**src/logic/rv_ex_params.svh**
```systemverilog
`ifndef RV_EX_PARAMS_SVH
`define RV_EX_PARAMS_SVH

// ------------------------------
// execute slice parameters
// ------------------------------

// instruction address width in bits.
`define RV_EX_ADDR_BITS 32

// machine trap handler entry.
`define RV_EX_TRAP_VEC 32'h0000_0100

// architectural register count, x0 included.
`define RV_EX_NREGS 32

`endif

```
**src/logic/rv_ex_pkg.sv**
```systemverilog
`include "rv_ex_params.svh"

package rv_ex_pkg;

    // ------------------------------
    // widths
    // ------------------------------

    typedef logic [31:0] word_t;
    typedef logic [4:0]  reg_idx_t;

    // pc without bit 0, instructions are halfword aligned.
    typedef logic [`RV_EX_ADDR_BITS-2:0] pc_t;

    // ------------------------------
    // control encodings
    // ------------------------------

    typedef enum logic [3:0]
    {
        alu_add,
        alu_sub,
        alu_and,
        alu_or,
        alu_xor,
        alu_slt,
        alu_sltu,
        alu_sll,
        alu_srl,
        alu_sra,
        alu_pass_b      // used for lui style loads.
    } alu_op_t;

    typedef enum logic [1:0]
    {
        src_reg,
        src_imm_i,
        src_imm_j
    } op2_src_t;

    typedef enum logic [0:0]
    {
        res_alu,
        res_link        // return address for jal and jalr.
    } res_src_t;

endpackage

```
**src/logic/rv_ex_bus_if.sv**
```systemverilog
`timescale 1ns/100ps

interface ex_bus_if
    import rv_ex_pkg::*;
();

    word_t      op1;
    word_t      op2;
    alu_op_t    alu_op;
    logic [2:0] funct3;
    res_src_t   res_src;
    reg_idx_t   rd;
    logic       reg_write;
    pc_t        pc;
    pc_t        pc_next;
    pc_t        pc_target;
    logic       is_branch;
    logic       is_jump;        // jal or jalr.
    logic       is_mret;
    logic       to_trap;
    logic       branch_pred;

    modport stage
    (
        output op1, op2, alu_op, funct3, res_src, rd, reg_write,
        output pc, pc_next, pc_target,
        output is_branch, is_jump, is_mret, to_trap, branch_pred
    );

    modport exec
    (
        input op1, op2, alu_op, funct3, res_src, pc_next
    );

    modport resolve
    (
        input pc_next, pc_target, is_branch, is_jump, is_mret, to_trap, branch_pred
    );

endinterface

```
**src/logic/rv_alu.sv**
```systemverilog
`timescale 1ns/100ps

module rv_alu
    import rv_ex_pkg::*;
(
    ex_bus_if.exec bus,
    output word_t  o_result,
    output logic   o_cond_true
);

    // rv32i branch funct3 codes.
    localparam logic [2:0] F3_BEQ  = 3'b000;
    localparam logic [2:0] F3_BNE  = 3'b001;
    localparam logic [2:0] F3_BLT  = 3'b100;
    localparam logic [2:0] F3_BGE  = 3'b101;
    localparam logic [2:0] F3_BLTU = 3'b110;
    localparam logic [2:0] F3_BGEU = 3'b111;

    word_t      alu_res;
    logic [4:0] shamt;
    logic       lt_s;
    logic       lt_u;
    logic       eq;

    assign shamt = bus.op2[4:0];
    assign lt_s  = $signed(bus.op1) < $signed(bus.op2);
    assign lt_u  = bus.op1 < bus.op2;
    assign eq    = bus.op1 == bus.op2;

    // ------------------------------
    // operation
    // ------------------------------

    always_comb
    begin
        case (bus.alu_op)
            alu_add:    alu_res = bus.op1 + bus.op2;
            alu_sub:    alu_res = bus.op1 - bus.op2;
            alu_and:    alu_res = bus.op1 & bus.op2;
            alu_or:     alu_res = bus.op1 | bus.op2;
            alu_xor:    alu_res = bus.op1 ^ bus.op2;
            alu_slt:    alu_res = {31'b0, lt_s};
            alu_sltu:   alu_res = {31'b0, lt_u};
            alu_sll:    alu_res = bus.op1 << shamt;
            alu_srl:    alu_res = bus.op1 >> shamt;
            alu_sra:    alu_res = word_t'($signed(bus.op1) >>> shamt);
            alu_pass_b: alu_res = bus.op2;
            default:    alu_res = '0;
        endcase
    end

    // link value is the byte address of the next instruction.
    assign o_result = (bus.res_src == res_link) ? {bus.pc_next, 1'b0} : alu_res;

    // ------------------------------
    // branch condition
    // ------------------------------

    always_comb
    begin
        case (bus.funct3)
            F3_BEQ:  o_cond_true = eq;
            F3_BNE:  o_cond_true = !eq;
            F3_BLT:  o_cond_true = lt_s;
            F3_BGE:  o_cond_true = !lt_s;
            F3_BLTU: o_cond_true = lt_u;
            F3_BGEU: o_cond_true = !lt_u;
            default: o_cond_true = 1'b0;  // reserved codes never taken.
        endcase
    end

endmodule

```
**src/logic/rv_branch_resolve.sv**
```systemverilog
`timescale 1ns/100ps

`include "rv_ex_params.svh"

module rv_branch_resolve
    import rv_ex_pkg::*;
(
    ex_bus_if.resolve bus,
    input  logic      i_cond_true,
    input  logic      i_clk,
    input  logic      i_arst_n,
    output logic      o_flush,
    output logic      o_redirect,
    output pc_t       o_redirect_pc,
    output logic      o_trap_take
);

    localparam logic [`RV_EX_ADDR_BITS-1:0] TRAP_VEC = `RV_EX_TRAP_VEC;

    logic taken;
    logic redirect;
    pc_t  target;

    assign taken = bus.is_jump | bus.is_mret | (bus.is_branch & i_cond_true);

    // a bubble has taken and branch_pred both low.
    assign redirect = bus.to_trap | (taken != bus.branch_pred);

    assign target = bus.to_trap ? TRAP_VEC[`RV_EX_ADDR_BITS-1:1] :
                    taken       ? bus.pc_target :
                    bus.pc_next;

    always_ff @(posedge i_clk or negedge i_arst_n)
    begin
        if (!i_arst_n)
            o_redirect <= 1'b0;
        else
            o_redirect <= redirect;
    end

    always_ff @(posedge i_clk)
    begin
        o_redirect_pc <= target;
    end

    assign o_flush     = redirect;     // kills the instruction entering ex.
    assign o_trap_take = bus.to_trap;

endmodule

```
**src/logic/rv_ex_stage.sv**
```systemverilog
`timescale 1ns/100ps

module rv_ex_stage
    import rv_ex_pkg::*;
(
    input  logic       i_clk,
    input  logic       i_arst_n,
    input  logic       i_stall,
    input  logic       i_flush,
    input  pc_t        i_pc,
    input  pc_t        i_pc_next,
    input  logic       i_branch_pred,
    input  reg_idx_t   i_rs1,
    input  reg_idx_t   i_rs2,
    input  reg_idx_t   i_rd,
    input  word_t      i_imm_i,
    input  word_t      i_imm_j,
    input  logic [2:0] i_funct3,
    input  alu_op_t    i_alu_op,
    input  res_src_t   i_res_src,
    input  logic       i_op1_pc,
    input  op2_src_t   i_op2_src,
    input  logic       i_reg_write,
    input  logic       i_inst_jal,
    input  logic       i_inst_jalr,
    input  logic       i_inst_branch,
    input  logic       i_inst_mret,
    input  logic       i_to_trap,
    input  pc_t        i_ret_addr,
    input  word_t      i_reg1_data,
    input  word_t      i_reg2_data,
    output reg_idx_t   o_rs1,
    output reg_idx_t   o_rs2,
    ex_bus_if.stage    bus
);

    // control fields.
    logic       reg_write;
    logic       inst_jal;
    logic       inst_jalr;
    logic       inst_branch;
    logic       inst_mret;
    logic       to_trap;
    logic       branch_pred;

    // payload fields.
    reg_idx_t   rs1;
    reg_idx_t   rs2;
    reg_idx_t   rd;
    word_t      imm_i;
    word_t      imm_j;
    logic [2:0] funct3;
    alu_op_t    alu_op;
    res_src_t   res_src;
    logic       op1_pc;
    op2_src_t   op2_src;
    pc_t        pc;
    pc_t        pc_next;

    word_t      jalr_sum;

    // ------------------------------
    // decode to execute register
    // ------------------------------

    always_ff @(posedge i_clk or negedge i_arst_n)
    begin
        if (!i_arst_n)
        begin
            reg_write   <= 1'b0;
            inst_jal    <= 1'b0;
            inst_jalr   <= 1'b0;
            inst_branch <= 1'b0;
            inst_mret   <= 1'b0;
            to_trap     <= 1'b0;
            branch_pred <= 1'b0;
        end
        else if (i_flush)
        begin
            reg_write   <= 1'b0;       // wrong path becomes a bubble.
            inst_jal    <= 1'b0;
            inst_jalr   <= 1'b0;
            inst_branch <= 1'b0;
            inst_mret   <= 1'b0;
            to_trap     <= 1'b0;
            branch_pred <= 1'b0;
        end
        else if (!i_stall)
        begin
            reg_write   <= i_reg_write;
            inst_jal    <= i_inst_jal;
            inst_jalr   <= i_inst_jalr;
            inst_branch <= i_inst_branch;
            inst_mret   <= i_inst_mret;
            to_trap     <= i_to_trap;
            branch_pred <= i_branch_pred;
        end
    end

    always_ff @(posedge i_clk)
    begin
        if (!i_stall)
        begin
            rs1     <= i_rs1;
            rs2     <= i_rs2;
            rd      <= i_rd;
            imm_i   <= i_imm_i;
            imm_j   <= i_imm_j;
            funct3  <= i_funct3;
            alu_op  <= i_alu_op;
            res_src <= i_res_src;
            op1_pc  <= i_op1_pc;
            op2_src <= i_op2_src;
            pc      <= i_pc;
            pc_next <= i_pc_next;
        end
    end

    // ------------------------------
    // operands and target
    // ------------------------------

    assign bus.op1 = op1_pc ? {pc, 1'b0} : i_reg1_data;

    always_comb
    begin
        case (op2_src)
            src_imm_i: bus.op2 = imm_i;
            src_imm_j: bus.op2 = imm_j;
            default:   bus.op2 = i_reg2_data;
        endcase
    end

    // full sum first so an odd base and odd offset carry correctly.
    assign jalr_sum = i_reg1_data + imm_i;

    assign bus.pc_target = inst_mret ? i_ret_addr :
                           inst_jalr ? jalr_sum[31:1] :
                           pc + imm_j[31:1];

    assign bus.alu_op      = alu_op;
    assign bus.funct3      = funct3;
    assign bus.res_src     = res_src;
    assign bus.rd          = rd;
    assign bus.reg_write   = reg_write;
    assign bus.pc          = pc;
    assign bus.pc_next     = pc_next;
    assign bus.is_branch   = inst_branch;
    assign bus.is_jump     = inst_jal | inst_jalr;
    assign bus.is_mret     = inst_mret;
    assign bus.to_trap     = to_trap;
    assign bus.branch_pred = branch_pred;

    assign o_rs1 = rs1;        // regfile indexes.
    assign o_rs2 = rs2;

endmodule

```
**src/logic/rv_ex_top.sv**
```systemverilog
`timescale 1ns/100ps

module rv_ex_top
    import rv_ex_pkg::*;
(
    input  logic       i_clk,
    input  logic       i_arst_n,
    input  logic       i_stall,
    input  pc_t        i_pc,
    input  pc_t        i_pc_next,
    input  logic       i_branch_pred,
    input  reg_idx_t   i_rs1,
    input  reg_idx_t   i_rs2,
    input  reg_idx_t   i_rd,
    input  word_t      i_imm_i,
    input  word_t      i_imm_j,
    input  logic [2:0] i_funct3,
    input  alu_op_t    i_alu_op,
    input  res_src_t   i_res_src,
    input  logic       i_op1_pc,
    input  op2_src_t   i_op2_src,
    input  logic       i_reg_write,
    input  logic       i_inst_jal,
    input  logic       i_inst_jalr,
    input  logic       i_inst_branch,
    input  logic       i_inst_mret,
    input  logic       i_to_trap,
    output logic       o_wb_valid,
    output reg_idx_t   o_wb_rd,
    output word_t      o_wb_data,
    output logic       o_redirect,
    output pc_t        o_redirect_pc
);

    ex_bus_if bus ();

    reg_idx_t rs1;
    reg_idx_t rs2;
    word_t    reg1_data;
    word_t    reg2_data;
    word_t    result;
    logic     cond_true;
    logic     flush;
    logic     trap_take;
    pc_t      ret_addr;

    rv_regfile u_regfile
    (
        .i_clk      (i_clk),
        .i_arst_n   (i_arst_n),
        .i_rs1      (rs1),
        .i_rs2      (rs2),
        .i_wr_idx   (o_wb_rd),
        .i_wr_en    (o_wb_valid),
        .i_wr_data  (o_wb_data),
        .o_rs1_data (reg1_data),
        .o_rs2_data (reg2_data)
    );

    rv_ex_stage u_stage
    (
        .i_clk         (i_clk),
        .i_arst_n      (i_arst_n),
        .i_stall       (i_stall),
        .i_flush       (flush),
        .i_pc          (i_pc),
        .i_pc_next     (i_pc_next),
        .i_branch_pred (i_branch_pred),
        .i_rs1         (i_rs1),
        .i_rs2         (i_rs2),
        .i_rd          (i_rd),
        .i_imm_i       (i_imm_i),
        .i_imm_j       (i_imm_j),
        .i_funct3      (i_funct3),
        .i_alu_op      (i_alu_op),
        .i_res_src     (i_res_src),
        .i_op1_pc      (i_op1_pc),
        .i_op2_src     (i_op2_src),
        .i_reg_write   (i_reg_write),
        .i_inst_jal    (i_inst_jal),
        .i_inst_jalr   (i_inst_jalr),
        .i_inst_branch (i_inst_branch),
        .i_inst_mret   (i_inst_mret),
        .i_to_trap     (i_to_trap),
        .i_ret_addr    (ret_addr),
        .i_reg1_data   (reg1_data),
        .i_reg2_data   (reg2_data),
        .o_rs1         (rs1),
        .o_rs2         (rs2),
        .bus           (bus.stage)
    );

    rv_alu u_alu
    (
        .bus         (bus.exec),
        .o_result    (result),
        .o_cond_true (cond_true)
    );

    rv_branch_resolve u_resolve
    (
        .bus           (bus.resolve),
        .i_cond_true   (cond_true),
        .i_clk         (i_clk),
        .i_arst_n      (i_arst_n),
        .o_flush       (flush),
        .o_redirect    (o_redirect),
        .o_redirect_pc (o_redirect_pc),
        .o_trap_take   (trap_take)
    );

    rv_trap_regs u_trap_regs
    (
        .i_clk       (i_clk),
        .i_arst_n    (i_arst_n),
        .i_trap_take (trap_take),
        .i_trap_pc   (bus.pc),
        .o_ret_addr  (ret_addr)
    );

    // ------------------------------
    // writeback register
    // ------------------------------

    always_ff @(posedge i_clk or negedge i_arst_n)
    begin
        if (!i_arst_n)
            o_wb_valid <= 1'b0;
        else    // a stalled slot records a bubble.
            o_wb_valid <= bus.reg_write & !i_stall & !trap_take & (bus.rd != '0);
    end

    always_ff @(posedge i_clk)
    begin
        o_wb_rd   <= bus.rd;
        o_wb_data <= result;
    end

endmodule

```
**src/logic/rv_regfile.sv**
```systemverilog
`timescale 1ns/100ps

`include "rv_ex_params.svh"

module rv_regfile
    import rv_ex_pkg::*;
(
    input  logic     i_clk,
    input  logic     i_arst_n,
    input  reg_idx_t i_rs1,
    input  reg_idx_t i_rs2,
    input  reg_idx_t i_wr_idx,
    input  logic     i_wr_en,
    input  word_t    i_wr_data,
    output word_t    o_rs1_data,
    output word_t    o_rs2_data
);

    word_t regs [1:`RV_EX_NREGS-1];    // no storage for x0.

    // read with bypass of the write in flight.
    function automatic word_t read_port(input reg_idx_t idx);
        word_t val;
        if (idx == '0)
            val = '0;
        else if (i_wr_en && (i_wr_idx == idx))
            val = i_wr_data;
        else
            val = regs[idx];
        return val;
    endfunction

    always_ff @(posedge i_clk or negedge i_arst_n)
    begin
        if (!i_arst_n)
        begin
            for (int i = 1; i < `RV_EX_NREGS; i++)
                regs[i] <= '0;
        end
        else if (i_wr_en && (i_wr_idx != '0))
            regs[i_wr_idx] <= i_wr_data;
    end

    always_comb
    begin
        o_rs1_data = read_port(i_rs1);
        o_rs2_data = read_port(i_rs2);
    end

endmodule

```
**src/logic/rv_trap_regs.sv**
```systemverilog
`timescale 1ns/100ps

module rv_trap_regs
    import rv_ex_pkg::*;
(
    input  logic i_clk,
    input  logic i_arst_n,
    input  logic i_trap_take,
    input  pc_t  i_trap_pc,
    output pc_t  o_ret_addr
);

    // ------------------------------
    // saved return address
    // ------------------------------

    pc_t epc;

    always_ff @(posedge i_clk or negedge i_arst_n)
    begin
        if (!i_arst_n)
            epc <= '0;
        else if (i_trap_take)
            epc <= i_trap_pc;      // pc of the trapping instruction.
    end

    assign o_ret_addr = epc;       // mret target.

endmodule

```
**config.mk**
```make
export PLATFORM = sky130hd
export DESIGN_NAME = rv_ex_top
export DESIGN_NICKNAME = d
export VERILOG_FILES = /design/src/logic/rv_ex_pkg.sv /design/src/logic/rv_ex_bus_if.sv /design/src/logic/rv_alu.sv /design/src/logic/rv_branch_resolve.sv /design/src/logic/rv_ex_stage.sv /design/src/logic/rv_ex_top.sv /design/src/logic/rv_regfile.sv /design/src/logic/rv_trap_regs.sv
export VERILOG_INCLUDE_DIRS = /design/src /design/src/logic
export SDC_FILE = /design/constraint.sdc
export NUM_CORES = 2
export LEC_CHECK = 0
export BUFFER_PORTS_ARGS = -buffer_cell sky130_fd_sc_hd__buf_4
export CORE_MARGIN = 2
export CORE_UTILIZATION = 69
export DETAILED_ROUTE_END_ITERATION = 7
export PLACE_DENSITY = 0.87
export RECOVER_POWER = 50
export SYNTH_ARGS = -nofsm -noshare
export SYNTH_HDL_FRONTEND = slang
export SYNTH_SLANG_ARGS = --single-unit
```
**constraint.sdc**
```tcl
create_clock -name i_clk -period 16.9 [get_ports i_clk]
set_input_delay 0.845 -clock i_clk [delete_from_list [all_inputs] [get_ports i_clk]]
set_output_delay 0.845 -clock i_clk [all_outputs]
set_load 0.01 [all_outputs]
```
==> results by group <==
Place
  – Port bufs: approximately 230
  – DP Worst Slack: 7970 ps
  – DP Cell Count: 7,696
  – Final Wtd Congestion: between 1 and 1.5
  – Post-DP HPWL: 203,000 um
  – Placed instance area: 79,000 um^2

Setup path
  – Worst path most repeated cell: clkbuf_1
  – Critical Path End Type: async pin
  – Crit path cell chain: clkbuf_1, clkbuf_1, clkbuf_1, buf_4
  – CP delay by family, top: buffers and inverters
  – Arrival time worst endpoint: around 12,000 ps
  – WS Path Type: input pin to async pin
  – Worst path bufs/invs: 4
  – Reg2reg setup slack: approximately 7500 ps
  – Slowest-stage cell, CP: clkbuf_1
  – Crit path largest cell delay: between 4000 and 5000 ps
  – Crit path required time: ~18,000 ps
  – Worst Path Max Fanout: approximately 110
  – Startpoint types: input pin

GRT
  – Number of global-route vias before repair: 64,814
  – Grt met1 use: 66.6%
  – Grt met2 use: between 70% and 80%
  – Initial antenna violation count: 27
  – GR Util met3: 27.8%
  – First-pass GRT wire length: about 460,000 um
  – Busiest grt layer: met2
  – GRT overflow: 0
  – Largest net degree at the start of global routing: between 150 and 200
  – GRT Util Overall: a little under three fifths

Logic synthesis
  – Ys async rst share: between 80% and 90%
  – Largest family of logic cells by synthesized area: multiplexers
  – Synth Area in Compound Gates: about an eighth
  – EDFF count, synth: around 150
  – Simple-Gate Fraction of Synth Area: between 6 and 7%
  – Post-synthesis adder-cell area fraction: under 10%
  – Synth area leaders: dfrtp_1 34%, mux2_2 16%, mux4_2 12%, edfxtp_1 6.0%, mux2i_1 4.1%
  – Xor/xnor share of the synthesized area: 0.917%
  – Syn avg cell area: 12.0 um^2
  – Seq/Total Area, Yosys: between 40% and 50%
  – Top_reg_cell synth: dfrtp_1
  – Cell taking the most area after synthesis: dfrtp_1
  – Mapped cell area: between 70,000 and 80,000 um^2
  – Syn Nets: 6,694
  – Synth Register Bits: about 1,300
  – Synth top area share: between 30% and 40%
  – Synth warn: 0
  – Multiplexer share of the synthesized area: 31.8%
  – Mapped Cells: approximately 6,400
  – Unique masters post-synth: 121

Floorplan
  – Die X: around 340 um
  – Num ports: 232
  – Core box area: 110,000 um^2
  – Chip height: 337 um
  – # rows: 122
  – Starting density of the core: between 60% and 70%
  – Die area: roughly 110,000 um^2

Min path
  – Worst min-delay path class: input pin to flop

Clock network
  – Post-CTS Setup Bufs: 0
  – H-tree depth: 4
  – Post-CTS Resized: 0
  – Worst skew pair latency: 810 ps
  – CTS tree: built
  – Clk root buf: clkbuf_16
  – CTS Buf Count: around 130
  – # hold bufs at CTS: 0
  – Clk slew on worst S/H paths: 70 ps
  – CTS Sinks: approximately 1,300
  – Clock tree buffer depth: 3

Timing
  – Slew Limit Fails: about 1,900
  – Fmax: between 90 and 100 MHz
  – Final Hold Fails: 0
  – Slew headroom: -313%
  – RSZ-0062 raised after global routing: no
  – Setup_tns: 0 ps
  – Worst hold margin: approximately 240 ps
  – Period utilisation layout: a little under two thirds
  – Setup-failing EPs final: 0
  – Period minus WS final: between 10,000 and 15,000 ps
  – Worst Skew: 69.8 ps
  – Min setup slack post-route: about 6100 ps
  – Worst slew pin tran: 6200 ps

Pwr
  – Peak supply drop: approximately 0.12 mV
  – Clock Power Share: between 30 and 40%
  – Static Leak: about 37 nW
  – Flop pwr share: 39.0%
  – Comb power frac: a little under a third
  – Sw Ratio: ~37%
  – Total internal power: about 6 mW
  – Power consumption: a little under 10 mW
  – Sw Pwr: 3.59 mW
  – Pwr/cell area: ~120 nW/um^2

Cells and area
  – Filler cells: between 6,000 and 7,000
  – Sequential Area: between 30,000 and 40,000 um^2
  – Leading cell type in the layout, fill and taps excluded: mux2_2
  – Area of the multi-input gates: 41,600 um^2
  – Final core occ: between 70% and 80%
  – Commonest cells after routing, fill and taps aside: 1,070 x mux2_2, 1,030 x dfrtp_1, 391 x mux4_2, 315 x mux2i_1, 289 x nand2_1
  – Share of cells above drive strength 1: between 30% and 40%
  – Final std cells w/o fill: between 7,000 and 8,000
  – Post-route cell area: slightly above 80,000 um^2
  – Nets@finish: between 6,000 and 7,000
  – Area growth, synth to finish: 8.73%

Routing
  – DRT iter0 DRCs: about 11,000
  – Vias: between 60,000 and 70,000
  – Routed WL: 326,000 um
  – ANT nets after route: 0
  – First-pass DRT Iterations: 8
  – Post-route DRC: 25
  – Drt wl/cell: approximately 41 um
  – Vias per std cell: between 8 and 9

Run status
  – Status: complete, but fails checks
  – Failing checks: design-rule violations, max-capacitance violations, max-slew violations

Flow run
  – Total of max-cap violations: a little under 50
[final timing paths]
check | start | to | cells past startpoint
worst max-delay path | i_arst_n | u_regfile.regs[755] | 4
worst min-delay path | i_imm_i[14] | u_stage.imm_i[14] | 1
worst max register to register | u_stage.o_rs2[3] | u_stage.bus.is_branch | 21
worst min register to register | u_stage.bus.rd[4] | o_wb_rd[4] | 0
max in group i_clk | u_stage.o_rs2[3] | u_stage.bus.is_branch | 21
min in group asynchronous | i_arst_n | u_stage.inst_jalr | 1
[sequential cells by signal, indices dropped and copies added, names as in the netlist, 31 cells and up]
register	cells
o_wb_data	32
u_regfile.regs	992
u_resolve.o_redirect_pc	31
u_stage.bus.pc	31
u_stage.bus.pc_next	31
u_stage.imm_i	32
u_stage.imm_j	32
u_trap_regs.o_ret_addr	31
[cell families (layout without fill, tap and decap cells)]
| family | count (synthesis) | count (layout) |
|---|---|---|
| AO/OA/AOI/OAI | 1334 | 1334 |
| XOR/XNOR | 80 | 80 |
| adder cells (fa/ha/maj) | 163 | 163 |
| buffers and inverters | 701 | 778 |
| flip-flops | 1252 | 1252 |
| multiplexers | 1793 | 1793 |
| other | 0 | 19 |
| AND/OR/NAND/NOR | 1046 | 1046 |
[cell type report]
cell class | instances | area share [%]
diodes | 19 | 0.0572
clock buffers | 186 | 4.61
clock inverters | 52 | 0.708
inverters | 127 | 0.575
multi-input cells | 4416 | 50.1
flip-flops and latches | 1252 | 38.2
well taps | 1488 | 2.24
repair buffers | 413 | 3.45
[power groups by stage]
stage	sequential, mW	clock [mW]	combinational (mW)
6_report	3.79	3.01	2.93
5_1_grt	3.80	3.10	3.01
4_1_cts	3.75	2.98	2.82
3_5_place_dp	3.78	0	2.77
3_3_place_gp	3.75	0	2.72
2_1_floorplan	3.67	0	1.79
[layer usage]
layer	routed length [um]	vias up
met5	144	-
met4	39100	18
met3	53600	2409
met2	131000	6947
met1	102000	31564
li1	-	24349
[synth_stat cells, types with 28 or more instances]
library cell	number
a21oi_1	235
o22ai_1	44
xnor2_1	59
o31ai_1	29
o21ai_1	33
nand3_1	67
mux2i_1	315
buf_1	57
and2_1	29
a22o_1	31
clkbuf_1	350
buf_2	82
o221ai_1	47
nor3_1	110
edfxtp_1	152
a21o_1	44
nor2_1	283
buf_4	42
nand2_1	298
or2_2	28
ha_1	159
dfxtp_1	68
a221oi_1	83
a22oi_1	132
a31oi_1	33
mux2_2	1077
a211oi_1	52
mux4_2	391
nor2b_1	48
o21ai_0	271
nand2b_1	32
dfrtp_1	1032
inv_1	117
o211ai_1	50
buf_6	33
Power figures use the tool's default switching activity.
